$ cat src/logic/core_pkg.sv
`default_nettype none

package core_pkg;

    localparam int xlen            = 32;
    localparam int reg_addr_width  = 5;
    localparam int imem_depth      = 64;
    localparam int imem_addr_width = 6;
    localparam int apb_addr_width  = 12;

    // major opcodes of the supported instructions
    localparam logic [6:0] op_imm    = 7'b0010011;
    localparam logic [6:0] op_reg    = 7'b0110011;
    localparam logic [6:0] op_lui    = 7'b0110111;
    localparam logic [6:0] op_system = 7'b1110011;

    typedef enum logic [2:0] {
        cmd_nop,
        cmd_add,
        cmd_sub,
        cmd_lui,
        cmd_halt
    } exu_cmd_t;

    typedef enum logic [1:0] {
        imm_none,
        imm_i,
        imm_u
    } imm_kind_t;

    // apb map, imem sits at 0x000..0x0fc
    localparam logic [apb_addr_width-1:0] addr_imem_last = 12'h0FC;
    localparam logic [apb_addr_width-1:0] addr_ctrl      = 12'h100;
    localparam logic [apb_addr_width-1:0] addr_status    = 12'h104;
    localparam logic [apb_addr_width-1:0] addr_pc        = 12'h108;
    localparam logic [apb_addr_width-1:0] addr_retired   = 12'h10C;
    localparam logic [apb_addr_width-1:0] addr_regs_base = 12'h180;

endpackage

`default_nettype wire

$ cat src/logic/reg_file.sv
`timescale 1ns/1ps
`default_nettype none

module reg_file import core_pkg::*; (
    input  logic                      clk,
    input  logic                      rst,
    input  logic [reg_addr_width-1:0] raddr1,
    input  logic [reg_addr_width-1:0] raddr2,
    input  logic [reg_addr_width-1:0] dbg_addr,
    output logic [xlen-1:0]           rdata1,
    output logic [xlen-1:0]           rdata2,
    output logic [xlen-1:0]           dbg_data,
    input  logic                      we,
    input  logic [reg_addr_width-1:0] waddr,
    input  logic [xlen-1:0]           wdata
);

    // x0 has no storage
    logic [xlen-1:0] regs [1:31];

    function automatic logic [xlen-1:0] read_reg(input logic [reg_addr_width-1:0] addr);
        return (addr == '0) ? '0 : regs[addr];
    endfunction

    always_ff @(posedge clk) begin
        if (rst) begin
            for (int i = 1; i < 32; i++) begin
                regs[i] <= '0;
            end
        end else if (we && waddr != '0) begin
            regs[waddr] <= wdata;
        end
    end

    assign rdata1   = read_reg(raddr1);
    assign rdata2   = read_reg(raddr2);
    assign dbg_data = read_reg(dbg_addr);

endmodule

`default_nettype wire

$ cat config.mk
export PLATFORM = sky130hd
export DESIGN_NAME = reg_file
export DESIGN_NICKNAME = d
export VERILOG_FILES = /design/src/logic/core_pkg.sv /design/src/logic/reg_file.sv
export SDC_FILE = /design/constraint.sdc
export NUM_CORES = 2
export LEC_CHECK = 0
export BUFFER_PORTS_ARGS = -buffer_cell sky130_fd_sc_hd__buf_2
export CORE_UTILIZATION = 45
export DETAILED_ROUTE_END_ITERATION = 8
export MAX_ROUTING_LAYER = met4
export PLACE_DENSITY = 0.67
export SETUP_SLACK_MARGIN = 0.5
export SYNTH_ARGS = -nofsm -noshare
export SYNTH_HDL_FRONTEND = slang
export SYNTH_SLANG_ARGS = --single-unit
$ cat constraint.sdc
create_clock -name clk -period 3.2 [get_ports clk]
set_input_delay 0 -clock clk [delete_from_list [all_inputs] [get_ports clk]]
set_output_delay 0 -clock clk [all_outputs]
set_load 0.02 [all_outputs]
==> flow_summary.yaml <==
run_status:
  status: "complete, but fails checks"
  violations: "capacitance limit, slew limit"
layout:
  syn_to_final_growth_pct: 15.38
  top_register: "regs"
  top_regs: "regs (1024)"
  final_common_cell: "edfxtp_1"
  multi_input_area_mm2: 0.03121
  layout-drive-gt1-share_pct: 33.70
  largest_register_ffs: 1024
  layout.nets: 4540
  final_cell_mix: "edfxtp_1, and2_1, mux4_2, mux2i_1, buf_4"
  seq_area_mm2: 0.03075
  nFillCells: 11080
min_path:
  hp-class: "in2reg"
synth:
  yosysUniqueCellTypes: 42
  ys_seq_area_share_pct: 49.15
  synthesis.instances: 4321
  synth_edf_count: 1024
  netlist_area_mm2: 0.06257
  synthArstFlopShare_pct: 0
  synth_flop_cell: "edfxtp_1"
  ys_ff_latch: 1024
  ys_warn_count: 0
  syn_avg_cell_area_um2: 14.48
sta:
  slew-limit-headroom_pct: -0.06008
  fmax_ghz: 0.3615
  setup-tns-final_ns: 0
  final_hold_viol_count: 0
  worstMarginPinSlew_ns: 1.497
  period_minus_slack_ns: 2.766
  rsz0062_at_grt: "yes"
  setup_viol: 0
  min_period_over_period_pct: 86.45
  maxSlewViolCount: 1
flow_run:
  cap_viol_max_count: 1
detailed_routing:
  drc: 0
  routed_wirelength_mm: 245.4
  ant_nets: 0
  wl_per_cell_um: 38.42
  dr.pass1.iters: 6
  drt_iter0_markers: 8020
  num_vias: 45310
  vias_per_cell: 7.095
die:
  die_area_mm2: 0.1405
  dieHeight_um: 374.9
  core_mm2: 0.1377
  start_util_pct: 45.45
  pin_count: 151
  placementRows: 136
  die_w_um: 374.9
critical_path:
  startpoint_type: "register"
  cp_slowest_stage_delay_ns: 0.51
  worstPathRequired_ns: 3.20
  cp.buffers_inverters: 3
  cp_max_fo: 3
  cp_common_cell: "buf_4"
  cp.arrival_ns: 2.77
  crit_end: "dbg_data[15]"
  cp-end-kind: "primary output"
  startpoint: "regs[31][15]$_SDFFCE_PN0P_"
  crit_cells: 7
  crit_path_cell_trace: "mux4_2 > a22o_1 > a211oi_2 > buf_4 > nor3_2 > buf_4 > buf_6"
  slowest_stage: "mux4_2"
  cp_top_family: "compound AO/OA/AOI/OAI gates"
  worstSetupPathType: "reg2out"
grt:
  grt.overflow.total: 0
  grt_pass1_wl_mm: 338.5
  grt_start_max_net_pins: 57
  antenna_found_initial: 23
  first_global_vias: 43530
  grt_usage_pct: 35.48
pwr:
  peakVddDrop_uv: 476.5
  p_per_area_mw_per_mm2: 492.5
  fin_total_pwr_mw: 35.56
  p_leak_nw: 25.34
clocking:
  cts_tree: "done"
  clock-sinks: 1024
  htreeDepth: 3
  root_buffer: "clkbuf_16"
  cts_buffers: 112
  clock_path_buffers: 3
  path_clk_slew_ns: 0.07
placement:
  place_congestion: 0.9822
  portBuffers: 150
  hpwlAfterDp_mm: 156.8
[final cells by class]
class	instances	share of cell area, %
Timing Repair Buffer	510	5.983
Inverter	26	0.1352
Tap cell	1794	3.109
Antenna cell	20	0.06932
Multi-Input combinational cell	2811	43.23
Clock buffer	140	4.087
Clock inverter	62	0.7972
Sequential cell	1024	42.59
[report_power, final]
group / switching, mW / internal, mW / total (mW)
combinational: 3.79 / 2.75 / 6.53
clock: 5.62 / 7.29 / 12.9
sequential: 0.586 / 15.5 / 16.1
total: 10.0 / 25.6 / 35.6
[metal layers]
| metal | vias to the layer above | track usage, % | wire [um] |
|---|---|---|---|
| met3 | 807 | 10.62 | 36420 |
| met1 | 23080 | 45.08 | 85450 |
| met5 | - | - | 0 |
| li1 | 17380 | - | - |
| met4 | 0 | 18.17 | 15000 |
| met2 | 4056 | 51.42 | 108500 |
[cells in the mapped netlist, types with 30 or more instances]
library cell | number | area (um^2)
and2_1 | 1012 | 6331
buf_2 | 89 | 445.4
a22oi_1 | 71 | 533.0
nor2b_1 | 56 | 350.3
a21oi_1 | 63 | 315.3
a211oi_1 | 61 | 457.9
edfxtp_1 | 1024 | 30750
or2_2 | 32 | 200.2
a22o_1 | 63 | 551.8
buf_4 | 35 | 262.8
clkbuf_1 | 338 | 1269
mux2i_1 | 359 | 3593
mux4_2 | 623 | 14030
nor2_1 | 62 | 232.7
nor3_1 | 40 | 200.2
a2111oi_0 | 30 | 262.8
mux2_2 | 64 | 720.7
o22ai_1 | 69 | 431.7
[cells by family after synthesis]
group	synth area share, %
simple gates	12.38
mux	29.32
flops	49.15
buf+inv	3.663
compound gates	5.481
other cells	0.005993
[timing repair]
action	4_1_cts	5_1_grt
setup buffers	27	11
endpoints found under the setup margin	70	59
endpoints found under the hold margin	1024	0
resized for setup	170	91
pin swaps	34	19
hold buffers	32	0
[worst min-delay path by stage]
| stage | slack, ns | end | cells past startpoint | start |
|---|---|---|---|---|
| after CTS | 0.26 | regs[2][13]$_SDFFCE_PN0P_ | 5 | waddr[1] |
| after detailed placement | 0.50 | regs[0][17]$_DFFE_PP_ | 1 | wdata[17] |
| after floorplan | 0.1 | regs[0][0]$_DFFE_PP_ | 0 | wdata[0] |
| final | 0.31 | regs[2][1]$_SDFFCE_PN0P_ | 5 | waddr[1] |
| after global placement | 0.49 | regs[0][17]$_DFFE_PP_ | 1 | wdata[17] |
| after global routing | 0.30 | regs[2][2]$_SDFFCE_PN0P_ | 5 | waddr[1] |
[through the flow]
stage | hold slack, ns | setup WS (ns) | std cells | util (%) | area [um^2]
2_1_floorplan | 0.09887 | 1.327 | 4352 | - | 62690
3_3_place_gp | 0.4872 | 0.1246 | 6095 | 48.41 | 66640
3_5_place_dp | 0.5034 | 0.08069 | 6095 | 48.41 | 66640
4_1_cts | 0.2636 | 0.2581 | 6356 | 52.00 | 71590
5_1_grt | 0.3019 | 0.4238 | 6376 | 52.42 | 72170
6_report | 0.3050 | 0.4336 | 6387 | 52.44 | 72190
Note: power is estimated with default switching activity, not from simulation.
