<file path="config.mk">
export PLATFORM = sky130hd
export DESIGN_NAME = execute_unit_flat
export DESIGN_NICKNAME = d
export VERILOG_FILES = /design/src/logic/core_pkg.sv /design/src/logic/dec_exe_if.sv /design/src/logic/execute_unit.sv /design/src/flat_wrapper.sv
export SDC_FILE = /design/constraint.sdc
export NUM_CORES = 1
export LEC_CHECK = 0
export BUFFER_PORTS_ARGS = -buffer_cell sky130_fd_sc_hd__buf_2
export CORE_MARGIN = 2
export CORE_UTILIZATION = 46
export CTS_BUF_LIST = sky130_fd_sc_hd__clkbuf_8 sky130_fd_sc_hd__clkbuf_16
export DETAILED_ROUTE_END_ITERATION = 16
export GPL_ROUTABILITY_DRIVEN = 1
export PLACE_DENSITY = 0.79
export SLEW_MARGIN = 20
export SYNTH_ARGS = -nofsm -noshare
export SYNTH_HDL_FRONTEND = slang
export SYNTH_SLANG_ARGS = --single-unit
</file>
<file path="constraint.sdc">
create_clock -name clk -period 4.95 [get_ports clk]
set_clock_uncertainty 0.05 [all_clocks]
set_input_delay 0.2475 -clock clk [delete_from_list [all_inputs] [get_ports clk]]
set_output_delay 0.2475 -clock clk [all_outputs]
set_load 0.01 [all_outputs]
</file>
<file path="src/logic/core_pkg.sv">
`default_nettype none

package core_pkg;

    localparam int xlen            = 32;
    localparam int reg_addr_width  = 5;
    localparam int imem_depth      = 64;
    localparam int imem_addr_width = 6;
    localparam int apb_addr_width  = 12;

    // major opcodes of the supported instructions
    localparam logic [6:0] op_imm    = 7'b0010011;
    localparam logic [6:0] op_reg    = 7'b0110011;
    localparam logic [6:0] op_lui    = 7'b0110111;
    localparam logic [6:0] op_system = 7'b1110011;

    typedef enum logic [2:0] {
        cmd_nop,
        cmd_add,
        cmd_sub,
        cmd_lui,
        cmd_halt
    } exu_cmd_t;

    typedef enum logic [1:0] {
        imm_none,
        imm_i,
        imm_u
    } imm_kind_t;

    // apb map, imem sits at 0x000..0x0fc
    localparam logic [apb_addr_width-1:0] addr_imem_last = 12'h0FC;
    localparam logic [apb_addr_width-1:0] addr_ctrl      = 12'h100;
    localparam logic [apb_addr_width-1:0] addr_status    = 12'h104;
    localparam logic [apb_addr_width-1:0] addr_pc        = 12'h108;
    localparam logic [apb_addr_width-1:0] addr_retired   = 12'h10C;
    localparam logic [apb_addr_width-1:0] addr_regs_base = 12'h180;

endpackage

`default_nettype wire

</file>
<file path="src/logic/dec_exe_if.sv">
`timescale 1ns/1ps
`default_nettype none

interface dec_exe_if import core_pkg::*; ();

    exu_cmd_t                  cmd;
    logic [xlen-1:0]           src1;
    logic [xlen-1:0]           src2;
    logic [xlen-1:0]           imm;
    logic                      use_imm;
    // zero when nothing is written back
    logic [reg_addr_width-1:0] rd;

    modport decoder  (output cmd, output src1, output src2, output imm, output use_imm, output rd);
    modport executor (input  cmd, input  src1, input  src2, input  imm, input  use_imm, input  rd);

endinterface

`default_nettype wire

</file>
<file path="src/logic/execute_unit.sv">
`timescale 1ns/1ps
`default_nettype none

module execute_unit import core_pkg::*; (
    input  logic                      clk,
    input  logic                      rst,
    input  logic                      run,
    input  logic                      start,
    dec_exe_if.executor               dec,
    output logic                      we,
    output logic [reg_addr_width-1:0] waddr,
    output logic [xlen-1:0]           wdata,
    output logic [xlen-1:0]           pc,
    output logic                      halt_now
);

    logic            commit;
    logic [xlen-1:0] op_b;
    logic [xlen-1:0] result;

    // the start cycle only reloads the pc
    assign commit = run && !start;

    assign op_b = dec.use_imm ? dec.imm : dec.src2;

    always_comb begin
        case (dec.cmd)
            cmd_add: result = dec.src1 + op_b;
            cmd_sub: result = dec.src1 - op_b;
            cmd_lui: result = dec.imm;
            default: result = '0;
        endcase
    end

    // rd is already zero for anything that does not write
    assign we       = commit && (dec.rd != '0);
    assign waddr    = dec.rd;
    assign wdata    = result;
    assign halt_now = commit && (dec.cmd == cmd_halt);

    always_ff @(posedge clk) begin
        if (rst) begin
            pc <= '0;
        end else if (start) begin
            pc <= '0;
        end else if (commit && dec.cmd != cmd_halt) begin
            pc <= pc + 32'd4;
        end
    end

endmodule

`default_nettype wire

</file>
<file path="src/flat_wrapper.sv">
// flat-port wrapper written by rule: the top's interface ports become plain ports
module execute_unit_flat import core_pkg::*;
  (clk, rst, run, start, we, waddr, wdata, pc, halt_now, dec_cmd, dec_src1, dec_src2, dec_imm, dec_use_imm, dec_rd);
  dec_exe_if dec_i ();
  input  logic clk;
  input  logic rst;
  input  logic run;
  input  logic start;
  output logic we;
  output logic [reg_addr_width-1:0] waddr;
  output logic [xlen-1:0] wdata;
  output logic [xlen-1:0] pc;
  output logic halt_now;
  input wire logic [$bits(dec_i.cmd)-1:0] dec_cmd;
  input wire logic [$bits(dec_i.src1)-1:0] dec_src1;
  input wire logic [$bits(dec_i.src2)-1:0] dec_src2;
  input wire logic [$bits(dec_i.imm)-1:0] dec_imm;
  input wire logic [$bits(dec_i.use_imm)-1:0] dec_use_imm;
  input wire logic [$bits(dec_i.rd)-1:0] dec_rd;
  assign dec_i.cmd = dec_cmd;
  assign dec_i.src1 = dec_src1;
  assign dec_i.src2 = dec_src2;
  assign dec_i.imm = dec_imm;
  assign dec_i.use_imm = dec_use_imm;
  assign dec_i.rd = dec_rd;
  execute_unit u_core (.clk(clk), .rst(rst), .run(run), .start(start), .dec(dec_i), .we(we), .waddr(waddr), .wdata(wdata), .pc(pc), .halt_now(halt_now));
endmodule
</file>
==> qor.txt <==
Initial antenna violation count -> 1
# rows -> 36
Core ar. -> 9680 µm²
#FFs+latches synth -> 30
Critical path required time -> 4650 ps
Drt wl/cell -> 14.7 µm
Postcts setup bufs -> 0
Final wirelength -> 13.7 mm
Worst-path clk slew -> 60 ps
Max-slew violations -> 0
Share of cells above drive strength 1 -> 27.0%
CTS Sinks -> 30
First-pass GRT wire length -> 22.2 mm
Crit. End Element -> output port
Most used DFF post-synth -> dfxtp_1
Pwr/cell area -> 189 nW/µm²
Die span in x -> 104 µm
Final GP Congestion -> 0.928
F_max -> 213 MHz
Max capacitance violation total -> 0
Synthesis warning total -> 0
Max clock buf depth -> 2
Slew @ Worst Pin -> 848 ps
Largest register FFs -> 30
Gr usage total -> 24.1%
Largest cells by area after synthesis -> dfxtp_1, ha_1, xor2_1
Fill count -> 911
Min-delay worst type -> primary input to flip-flop
Most common cell in the netlist -> nand2_1
Final period utilization -> 95.0%
Chip height -> 104 µm
Final worst slack -> 247 ps
Post-CTS Resized -> 0
Seq/Total Area, Yosys -> 13.2%
Fin Hold WS -> 431 ps
Final setup TNS -> 0 ps
HPWL Detailed -> 11.2 mm
First-pass iteration count of the detailed router -> 5
Design Area, Final -> 5630 µm²
Starting Density -> 47.1%
Final nets -> 937
Drc violations -> 0
Critical Path Source Type -> primary input
Crit path largest cell delay -> 430 ps
Commonest cells in the synthesized netlist -> nand2_1, nor2_1, o21ai_0, a21oi_1, xor2_1
Total gr overflow -> 0
Largest regs -> u_core.pc: 30 flops
EDFF count, synth -> 0
Max FO, Critical Path -> 17
Peak VDD IR -> 0.162 mV
Min cycle time layout -> 4700 ps
Clock latency at the later pin of the worst-skew pair -> 280 ps
Cell Area, Placed -> 5530 µm²
Final hold vios -> 0
WS Path Type -> primary input to output port
RSZ-0062 raised after global routing -> false
CP most frequent cell -> a21o_1
CTS Buf Count -> 5
Outcome -> finished clean
Die area -> 10700 µm²
TritonCTS clock tree -> yes
Largest net degree at the start of global routing -> 31
Slew HR -> 43.3%
CP arrival -> 4410 ps
Slowest CP cell -> or3_1
DRT iter0 DRCs -> 202
Via density -> 5.49
Leak -> 2.65 nW
Yosys top cell by area -> dfxtp_1
Mapped cell area -> 4560 µm²
Biggest register -> u_core.pc
Post-route antenna net violation count -> 0
Syn_area_per_cell -> 7.21 µm²
Port Buffers -> 177
Number of I/O pins -> 180
Vias in the first global route -> 4740
Synth cell types -> 70
Synth async-reset ratio -> 0%
Post-layout utilization of the core -> 58.1%
Pre-CTS setup slack -> 206 ps
Cell count after synthesis -> 633
H-tree Lvls -> 2
Area grow syn2layout -> 23.3%
Final setup fails -> 0
Vias -> 5100
Hold buffers post-CTS -> 0
CP Cell Sequence -> clkbuf_4 -> mux2i_1 -> ha_1 -> o21ai_1 -> or3_1 -> nand2b_4 -> nor4_2 -> a31oi_1 -> xor2_1 -> ha_1 -> a21o_1 -> a21o_1 -> a21oi_1 -> o21ai_0 -> a21o_1 -> a211oi_1 -> xor2_1 -> o21ai_1 -> buf_2
Synth top area share -> 13.2%
Root Buffer -> clkbuf_8
## power by group
group	internal, mW	switching (mW)
Sequential	0.242	0.000386
Combinational	0.266	0.351
Clock	0.112	0.0938
## path summary, 6_finish.rpt
| kind | from | end | slack [ps] | cells past startpoint |
|---|---|---|---|---|
| worst min register to register | u_core.pc[26] | u_core.pc[26] | 450 | 2 |
| worst max register to register | u_core.pc[4] | u_core.pc[31] | 2420 | 9 |
| worst max-delay path | dec_use_imm | wdata[30] | 250 | 19 |
| worst min-delay path | dec_cmd[2] | u_core.pc[2] | 430 | 4 |
## metal layers
layer	wire (µm)	up-vias	GRT usage (%)
met4	276	0	5.98
met2	6260	185	41.4
li1	-	2598	-
met1	6350	2294	32.2
met5	0	-	0
met3	795	23	2.89
## final cells by class
class	instances	area, µm²	area share [%]
tap	133	166	2.96
sequential	30	601	10.7
timing repair buffer	186	956	17.0
clock buffer	6	82.6	1.47
multi-input combinational	552	3740	66.4
clock inverter	2	12.5	0.222
antenna	1	2.50	0.0445
inverter	19	71.3	1.27
## through the flow
stage / total power [mW] / instances
floorplan: 0.669 / 634
global placement: 0.851 / 920
detailed placement: 0.853 / 920
CTS: 1.06 / 928
global route: 1.14 / 929
finish: 1.06 / 929
## cells by family (layout without fill, tap and decap cells)
logic type,count (synthesis),after routing,share of synthesized area [%]
AO/OA/AOI/OAI,171,171,23.6
AND/OR/NAND/NOR,234,234,26.4
multiplexers,29,29,6.47
XOR/XNOR,82,82,15.7
other,1,3,0.0822
buffers and inverters,52,213,5.10
flip-flops,30,30,13.2
adder cells (fa/ha/maj),34,34,9.49
## critical path: cells and delay by family
family	cells	cell delay, ps
AO/OA/AOI/OAI	9	1460
buffers and inverters	2	440
multiplexers	1	270
XOR/XNOR	2	390
AND/OR/NAND/NOR	3	1040
adder cells (fa/ha/maj)	2	550
## layout by cell type, fill, tap and decap left out, types with 5 or more instances in the layout
| cell | netlist | final |
|---|---|---|
| a21o_1 | 12 | 12 |
| a21oi_1 | 42 | 42 |
| and3_1 | 9 | 9 |
| buf_2 | 3 | 176 |
| buf_4 | 7 | 9 |
| clkbuf_8 | 0 | 6 |
| dfxtp_1 | 30 | 30 |
| ha_1 | 33 | 33 |
| inv_1 | 18 | 18 |
| mux2i_1 | 25 | 25 |
| nand2_1 | 68 | 68 |
| nand2b_1 | 14 | 13 |
| nand3_1 | 19 | 19 |
| nand4_1 | 11 | 11 |
| nor2_1 | 59 | 59 |
| nor2b_1 | 7 | 7 |
| nor3_1 | 15 | 15 |
| o21ai_0 | 57 | 56 |
| o21ai_1 | 4 | 5 |
| o21bai_1 | 5 | 5 |
| o31ai_1 | 7 | 7 |
| o32a_1 | 6 | 6 |
| or3_1 | 7 | 7 |
| xnor2_1 | 40 | 40 |
| xor2_1 | 42 | 42 |
No activity file was read; power rests on OpenSTA's default activity.
