`config.mk`:
```
export PLATFORM = sky130hd
export DESIGN_NAME = decode_unit_flat
export DESIGN_NICKNAME = d
export VERILOG_FILES = /design/src/logic/core_pkg.sv /design/src/logic/dec_exe_if.sv /design/src/logic/decode_unit.sv /design/src/flat_wrapper.sv
export SDC_FILE = /design/constraint.sdc
export NUM_CORES = 1
export LEC_CHECK = 0
export ABC_AREA = 1
export BUFFER_PORTS_ARGS = -buffer_cell sky130_fd_sc_hd__buf_2
export CAP_MARGIN = 10
export CORE_AREA = 2 2 81 83
export DETAILED_ROUTE_END_ITERATION = 6
export DIE_AREA = 0 0 83 85
export GPL_ROUTABILITY_DRIVEN = 0
export PLACE_DENSITY = 0.67
export SYNTH_ARGS = -nofsm -noshare
export SYNTH_HDL_FRONTEND = slang
export SYNTH_SLANG_ARGS = --single-unit
```
`constraint.sdc`:
```
create_clock -name vclk -period 1.01
set_input_delay 0 -clock vclk [all_inputs]
set_output_delay 0 -clock vclk [all_outputs]
set_load 0.01 [all_outputs]
```
`src/logic/core_pkg.sv`:
```
`default_nettype none

package core_pkg;

    localparam int xlen            = 32;
    localparam int reg_addr_width  = 5;
    localparam int imem_depth      = 64;
    localparam int imem_addr_width = 6;
    localparam int apb_addr_width  = 12;

    // major opcodes of the supported instructions
    localparam logic [6:0] op_imm    = 7'b0010011;
    localparam logic [6:0] op_reg    = 7'b0110011;
    localparam logic [6:0] op_lui    = 7'b0110111;
    localparam logic [6:0] op_system = 7'b1110011;

    typedef enum logic [2:0] {
        cmd_nop,
        cmd_add,
        cmd_sub,
        cmd_lui,
        cmd_halt
    } exu_cmd_t;

    typedef enum logic [1:0] {
        imm_none,
        imm_i,
        imm_u
    } imm_kind_t;

    // apb map, imem sits at 0x000..0x0fc
    localparam logic [apb_addr_width-1:0] addr_imem_last = 12'h0FC;
    localparam logic [apb_addr_width-1:0] addr_ctrl      = 12'h100;
    localparam logic [apb_addr_width-1:0] addr_status    = 12'h104;
    localparam logic [apb_addr_width-1:0] addr_pc        = 12'h108;
    localparam logic [apb_addr_width-1:0] addr_retired   = 12'h10C;
    localparam logic [apb_addr_width-1:0] addr_regs_base = 12'h180;

endpackage

`default_nettype wire

```
`src/logic/dec_exe_if.sv`:
```
`timescale 1ns/1ps
`default_nettype none

interface dec_exe_if import core_pkg::*; ();

    exu_cmd_t                  cmd;
    logic [xlen-1:0]           src1;
    logic [xlen-1:0]           src2;
    logic [xlen-1:0]           imm;
    logic                      use_imm;
    // zero when nothing is written back
    logic [reg_addr_width-1:0] rd;

    modport decoder  (output cmd, output src1, output src2, output imm, output use_imm, output rd);
    modport executor (input  cmd, input  src1, input  src2, input  imm, input  use_imm, input  rd);

endinterface

`default_nettype wire

```
`src/logic/decode_unit.sv`:
```
`timescale 1ns/1ps
`default_nettype none

module decode_unit import core_pkg::*; (
    input  logic [xlen-1:0]           inst,
    input  logic [xlen-1:0]           rdata1,
    input  logic [xlen-1:0]           rdata2,
    output logic [reg_addr_width-1:0] rs1_addr,
    output logic [reg_addr_width-1:0] rs2_addr,
    dec_exe_if.decoder                dec
);

    logic [6:0] opcode;
    logic [2:0] funct3;
    logic [6:0] funct7;
    imm_kind_t  imm_kind;
    logic       src1_en;
    logic       src2_en;
    logic       write_en;

    assign opcode = inst[6:0];
    assign funct3 = inst[14:12];
    assign funct7 = inst[31:25];

    // disabled fields read back as zero
    assign rs1_addr = src1_en ? inst[19:15] : '0;
    assign rs2_addr = src2_en ? inst[24:20] : '0;
    assign dec.src1 = src1_en ? rdata1 : '0;
    assign dec.src2 = src2_en ? rdata2 : '0;
    assign dec.rd   = write_en ? inst[11:7] : '0;

    assign dec.use_imm = (imm_kind == imm_i);

    always_comb begin
        case (imm_kind)
            imm_i:   dec.imm = {{20{inst[31]}}, inst[31:20]};
            imm_u:   dec.imm = {inst[31:12], 12'b0};
            default: dec.imm = '0;
        endcase
    end

    always_comb begin
        dec.cmd  = cmd_nop;
        imm_kind = imm_none;
        src1_en  = 1'b0;
        src2_en  = 1'b0;
        write_en = 1'b0;
        casez ({funct7, funct3, opcode})
            {7'b???????, 3'b000, op_imm}: begin
                // addi
                dec.cmd  = cmd_add;
                imm_kind = imm_i;
                src1_en  = 1'b1;
                write_en = 1'b1;
            end
            {7'b0000000, 3'b000, op_reg}: begin
                dec.cmd  = cmd_add;
                src1_en  = 1'b1;
                src2_en  = 1'b1;
                write_en = 1'b1;
            end
            {7'b0100000, 3'b000, op_reg}: begin
                dec.cmd  = cmd_sub;
                src1_en  = 1'b1;
                src2_en  = 1'b1;
                write_en = 1'b1;
            end
            {7'b???????, 3'b???, op_lui}: begin
                dec.cmd  = cmd_lui;
                imm_kind = imm_u;
                write_en = 1'b1;
            end
            {7'b0000000, 3'b000, op_system}: begin
                // ebreak only, ecall falls through as a nop
                if (inst[24:7] == 18'h02000) begin
                    dec.cmd = cmd_halt;
                end
            end
            default: begin
                dec.cmd = cmd_nop;
            end
        endcase
    end

endmodule

`default_nettype wire

```
`src/flat_wrapper.sv`:
```
// flat-port wrapper written by rule: the top's interface ports become plain ports
module decode_unit_flat import core_pkg::*;
  (inst, rdata1, rdata2, rs1_addr, rs2_addr, dec_cmd, dec_src1, dec_src2, dec_imm, dec_use_imm, dec_rd);
  dec_exe_if dec_i ();
  input  logic [xlen-1:0] inst;
  input  logic [xlen-1:0] rdata1;
  input  logic [xlen-1:0] rdata2;
  output logic [reg_addr_width-1:0] rs1_addr;
  output logic [reg_addr_width-1:0] rs2_addr;
  output wire logic [$bits(dec_i.cmd)-1:0] dec_cmd;
  output wire logic [$bits(dec_i.src1)-1:0] dec_src1;
  output wire logic [$bits(dec_i.src2)-1:0] dec_src2;
  output wire logic [$bits(dec_i.imm)-1:0] dec_imm;
  output wire logic [$bits(dec_i.use_imm)-1:0] dec_use_imm;
  output wire logic [$bits(dec_i.rd)-1:0] dec_rd;
  assign dec_cmd = dec_i.cmd;
  assign dec_src1 = dec_i.src1;
  assign dec_src2 = dec_i.src2;
  assign dec_imm = dec_i.imm;
  assign dec_use_imm = dec_i.use_imm;
  assign dec_rd = dec_i.rd;
  decode_unit u_core (.inst(inst), .rdata1(rdata1), .rdata2(rdata2), .rs1_addr(rs1_addr), .rs2_addr(rs2_addr), .dec(dec_i));
endmodule
```
==> impl_metrics.csv <==
group,metric,value,unit
floorplanning,die_y,85,um
synth,syn_nets,389,
place,dpl.hpwl,5710,um
setup_path,critPathBufInv,4,
floorplanning,die_w,83,um
synth,synth_compound_area_frac,0.0713,
routing,drtPass1Iterations,5,
synth,yosysTopAreaCell,"inv_1",
routing,num_vias,2650,
final_layout,layout-drive-gt1-share,0.709,
pwr,power_density,129,nW/um2
grt,antenna_found_initial,0,
synth,yosysSeqAreaShare,0,
sta,fmaxAchievable,784,MHz
synth,synth_top_area_share,0.270,
place,post-place-ws,-0.421,ns
pwr,p_leak,2.51,nW
synth,synth-xor-area-share,0,
grt,overflow,0,
setup_path,crit_arrival,1.28,ns
setup_path,crit_path_end_kind,"output pin",
final_layout,final-seq-area,0,um2
hold_path,worstHoldPathCells,4,
synth,avgSynthCellArea,4.82,um2
grt,grt_first_pass_wirelength,12300,um
synth,synth.top_cells.by_area,"inv_1 (27%), nand2_1 (21%), nor2_4 (10%), nor2_2 (8.9%), a21oi_1 (7.1%)",
hold_path,hold_class,"input pin to output pin",
synth,netlist_instances,291,
synth,synth_cell_types,21,
final_layout,fill_cells,504,
synth,synth-simple-area-share,0.563,
final_layout,nets,640,
setup_path,cpLargestDelayFamily,"simple AND/OR/NAND/NOR gates",
sta,fin_tns_setup,-20.80,ns
final_layout,seq_cells,0,
grt,grt_use_total,0.209,
floorplanning,core-area,6200,um2
floorplanning,dieArea,7060,um2
sta,grt_setup_unrepaired,"true",
run,maxCapViolations,0,
setup_path,cp_max_fo,5,
place,io_buffers,211,
synth,synth-adder-area-share,0.0178,
sta,worst_slew_pin_slew,0.280,ns
sta,setup_viol,114,
final_layout,multi_input_area,1450,um2
routing,wl_per_cell,13.7,um
setup_path,cp_slowest_cell,"nor3_4",
sta,relSlewSlack,0.811,
sta,fin_ws,-0.266,ns
routing,finalWirelength,8460,um
setup_path,start_kind,"input pin",
sta,period_needed,1.28,ns
final_layout,clock_buffers,0,
synth,yosys_warnings,0,
status,outcome,"complete, but fails checks",
setup_path,cp.required,1.01,ns
routing,drt_iter0_drc,47,
routing,routed_via_density,4.29,
floorplanning,io_pins,211,
clock_network,ctsHoldBuffers,0,
hold_path,min_to,"dec_src1[19]",
setup_path,cpPeakStageDelay,0.24,ns
setup_path,critical_path.most_common_cell,"nand2_8",
setup_path,critPathKind,"input pin to output pin",
status,violations,"negative setup slack",
setup_path,critical_path.cell_chain,"buf_8 -> nand2_8 -> nor3_4 -> nand3_4 -> inv_2 -> ha_4 -> nand2_8 -> clkbuf_16 -> a21oi_4 -> buf_6",
synth,synth_top_family_by_area,"simple AND/OR/NAND/NOR gates",
hold_path,worstHoldStart,"rdata1[19]",
synth,synth_area,1400,um2
synth,synthMuxAreaShare,0,
routing,remaining_drc_errors,0,
grt,grt_max_degree,20,
final_layout,area_growth,183,%
floorplanning,initial_core_util,0.226,
routing,ant_nets,0,
grt,grt_pass1_vias,2522,
final_layout,antenna_cells,0,
sta,maxSlewViolCount,0,
floorplanning,rows,29,
sta,fin_crit_sh,1.26,
sta,hold_viol,0,
pwr,peakVddDrop,0.132,mV
## synth_stat cells, drive strengths merged
master and count:
nor2 58, and2 1, nand2 79, a21oi 20, buf 6, inv 102, nand4 1, ha 2
clkbuf 7, nor3b 1, nand3 11, nor4 1, nor3 2
## cell families after synthesis
| family | count (synthesis) |
|---|---|
| AO/OA/AOI/OAI | 20 |
| adder cells (fa/ha/maj) | 2 |
| buffers and inverters | 115 |
| AND/OR/NAND/NOR | 154 |
## power breakdown
group | switching [W] | leakage [nW] | total, W | internal [W]
combinational | 0.000251 | 2.51 | 0.000511 | 0.000259
sequential | 0 | 0 | 0 | 0
clock | 0 | 0 | 0 | 0
total | 0.000251 | 2.51 | 0.000511 | 0.000259
## routing by layer
metal	GRT usage	share of wire	up-vias
met4	0.0134	0.012	0
met3	0.0224	0.060	12
met5	0	0	-
met2	0.410	0.55	127
met1	0.254	0.38	1206
li1	-	-	1305
## timing repair
item                                    CTS  global route
pin swaps                                15            23
cloned                                    5             3
resized for setup                       101            65
endpoints found under the setup margin  115           115
setup buffers                            11             5
## how the worst max path moves through the flow
stage	startpoint	endpoint	cells after the start
2_1_floorplan	inst[1]	dec_imm[20]	8
3_3_place_gp	inst[1]	dec_imm[31]	7
3_5_place_dp	inst[1]	dec_imm[15]	7
4_1_cts	inst[3]	dec_imm[3]	10
5_1_grt	inst[1]	dec_imm[26]	10
6_report	inst[1]	dec_imm[26]	10
## area by class of cell
| class | count | area share |
|---|---|---|
| Inverter | 102 | 0.101 |
| Timing Repair inverter | 1 | 0.00220 |
| Tap cell | 77 | 0.0242 |
| Timing Repair Buffer | 261 | 0.507 |
| Multi-Input combinational cell | 176 | 0.366 |
## tightest hold or removal path, delay by kind of cell
kind / cells / cell delay (ns)
buffers and inverters: 3 / 0.22
and+or+nand+nor: 1 / 0.04
## cells in the final DEF (no fill, tap or decap), types with 2 or more instances in the layout
cell       count
buf_8          6
nand3_2        3
buf_2        164
buf_12         7
nor2_1         8
ha_4           2
nand2_8        2
inv_1         91
nand3_4        4
nand2_4        9
nand2_2       16
a21oi_4       19
nor2_4        25
buf_4         24
clkbuf_16      3
inv_2          8
nor2_2        25
buf_16         4
buf_6         53
nand3_1        4
nand2_1       52
## through the flow
step	utilization	area [um2]	std cells	hold slack [ns]	total power (W)
global placement	0.487	3020	596	0.263	0.000372
finish	0.640	3970	617	0.263	0.000511
CTS	0.590	3660	611	0.266	0.000437
floorplan	-	1750	291	0.0871	0.000110
global route	0.640	3970	617	0.281	0.000546
detailed placement	0.487	3020	596	0.266	0.000378
No activity file was read; power rests on OpenSTA's default activity.
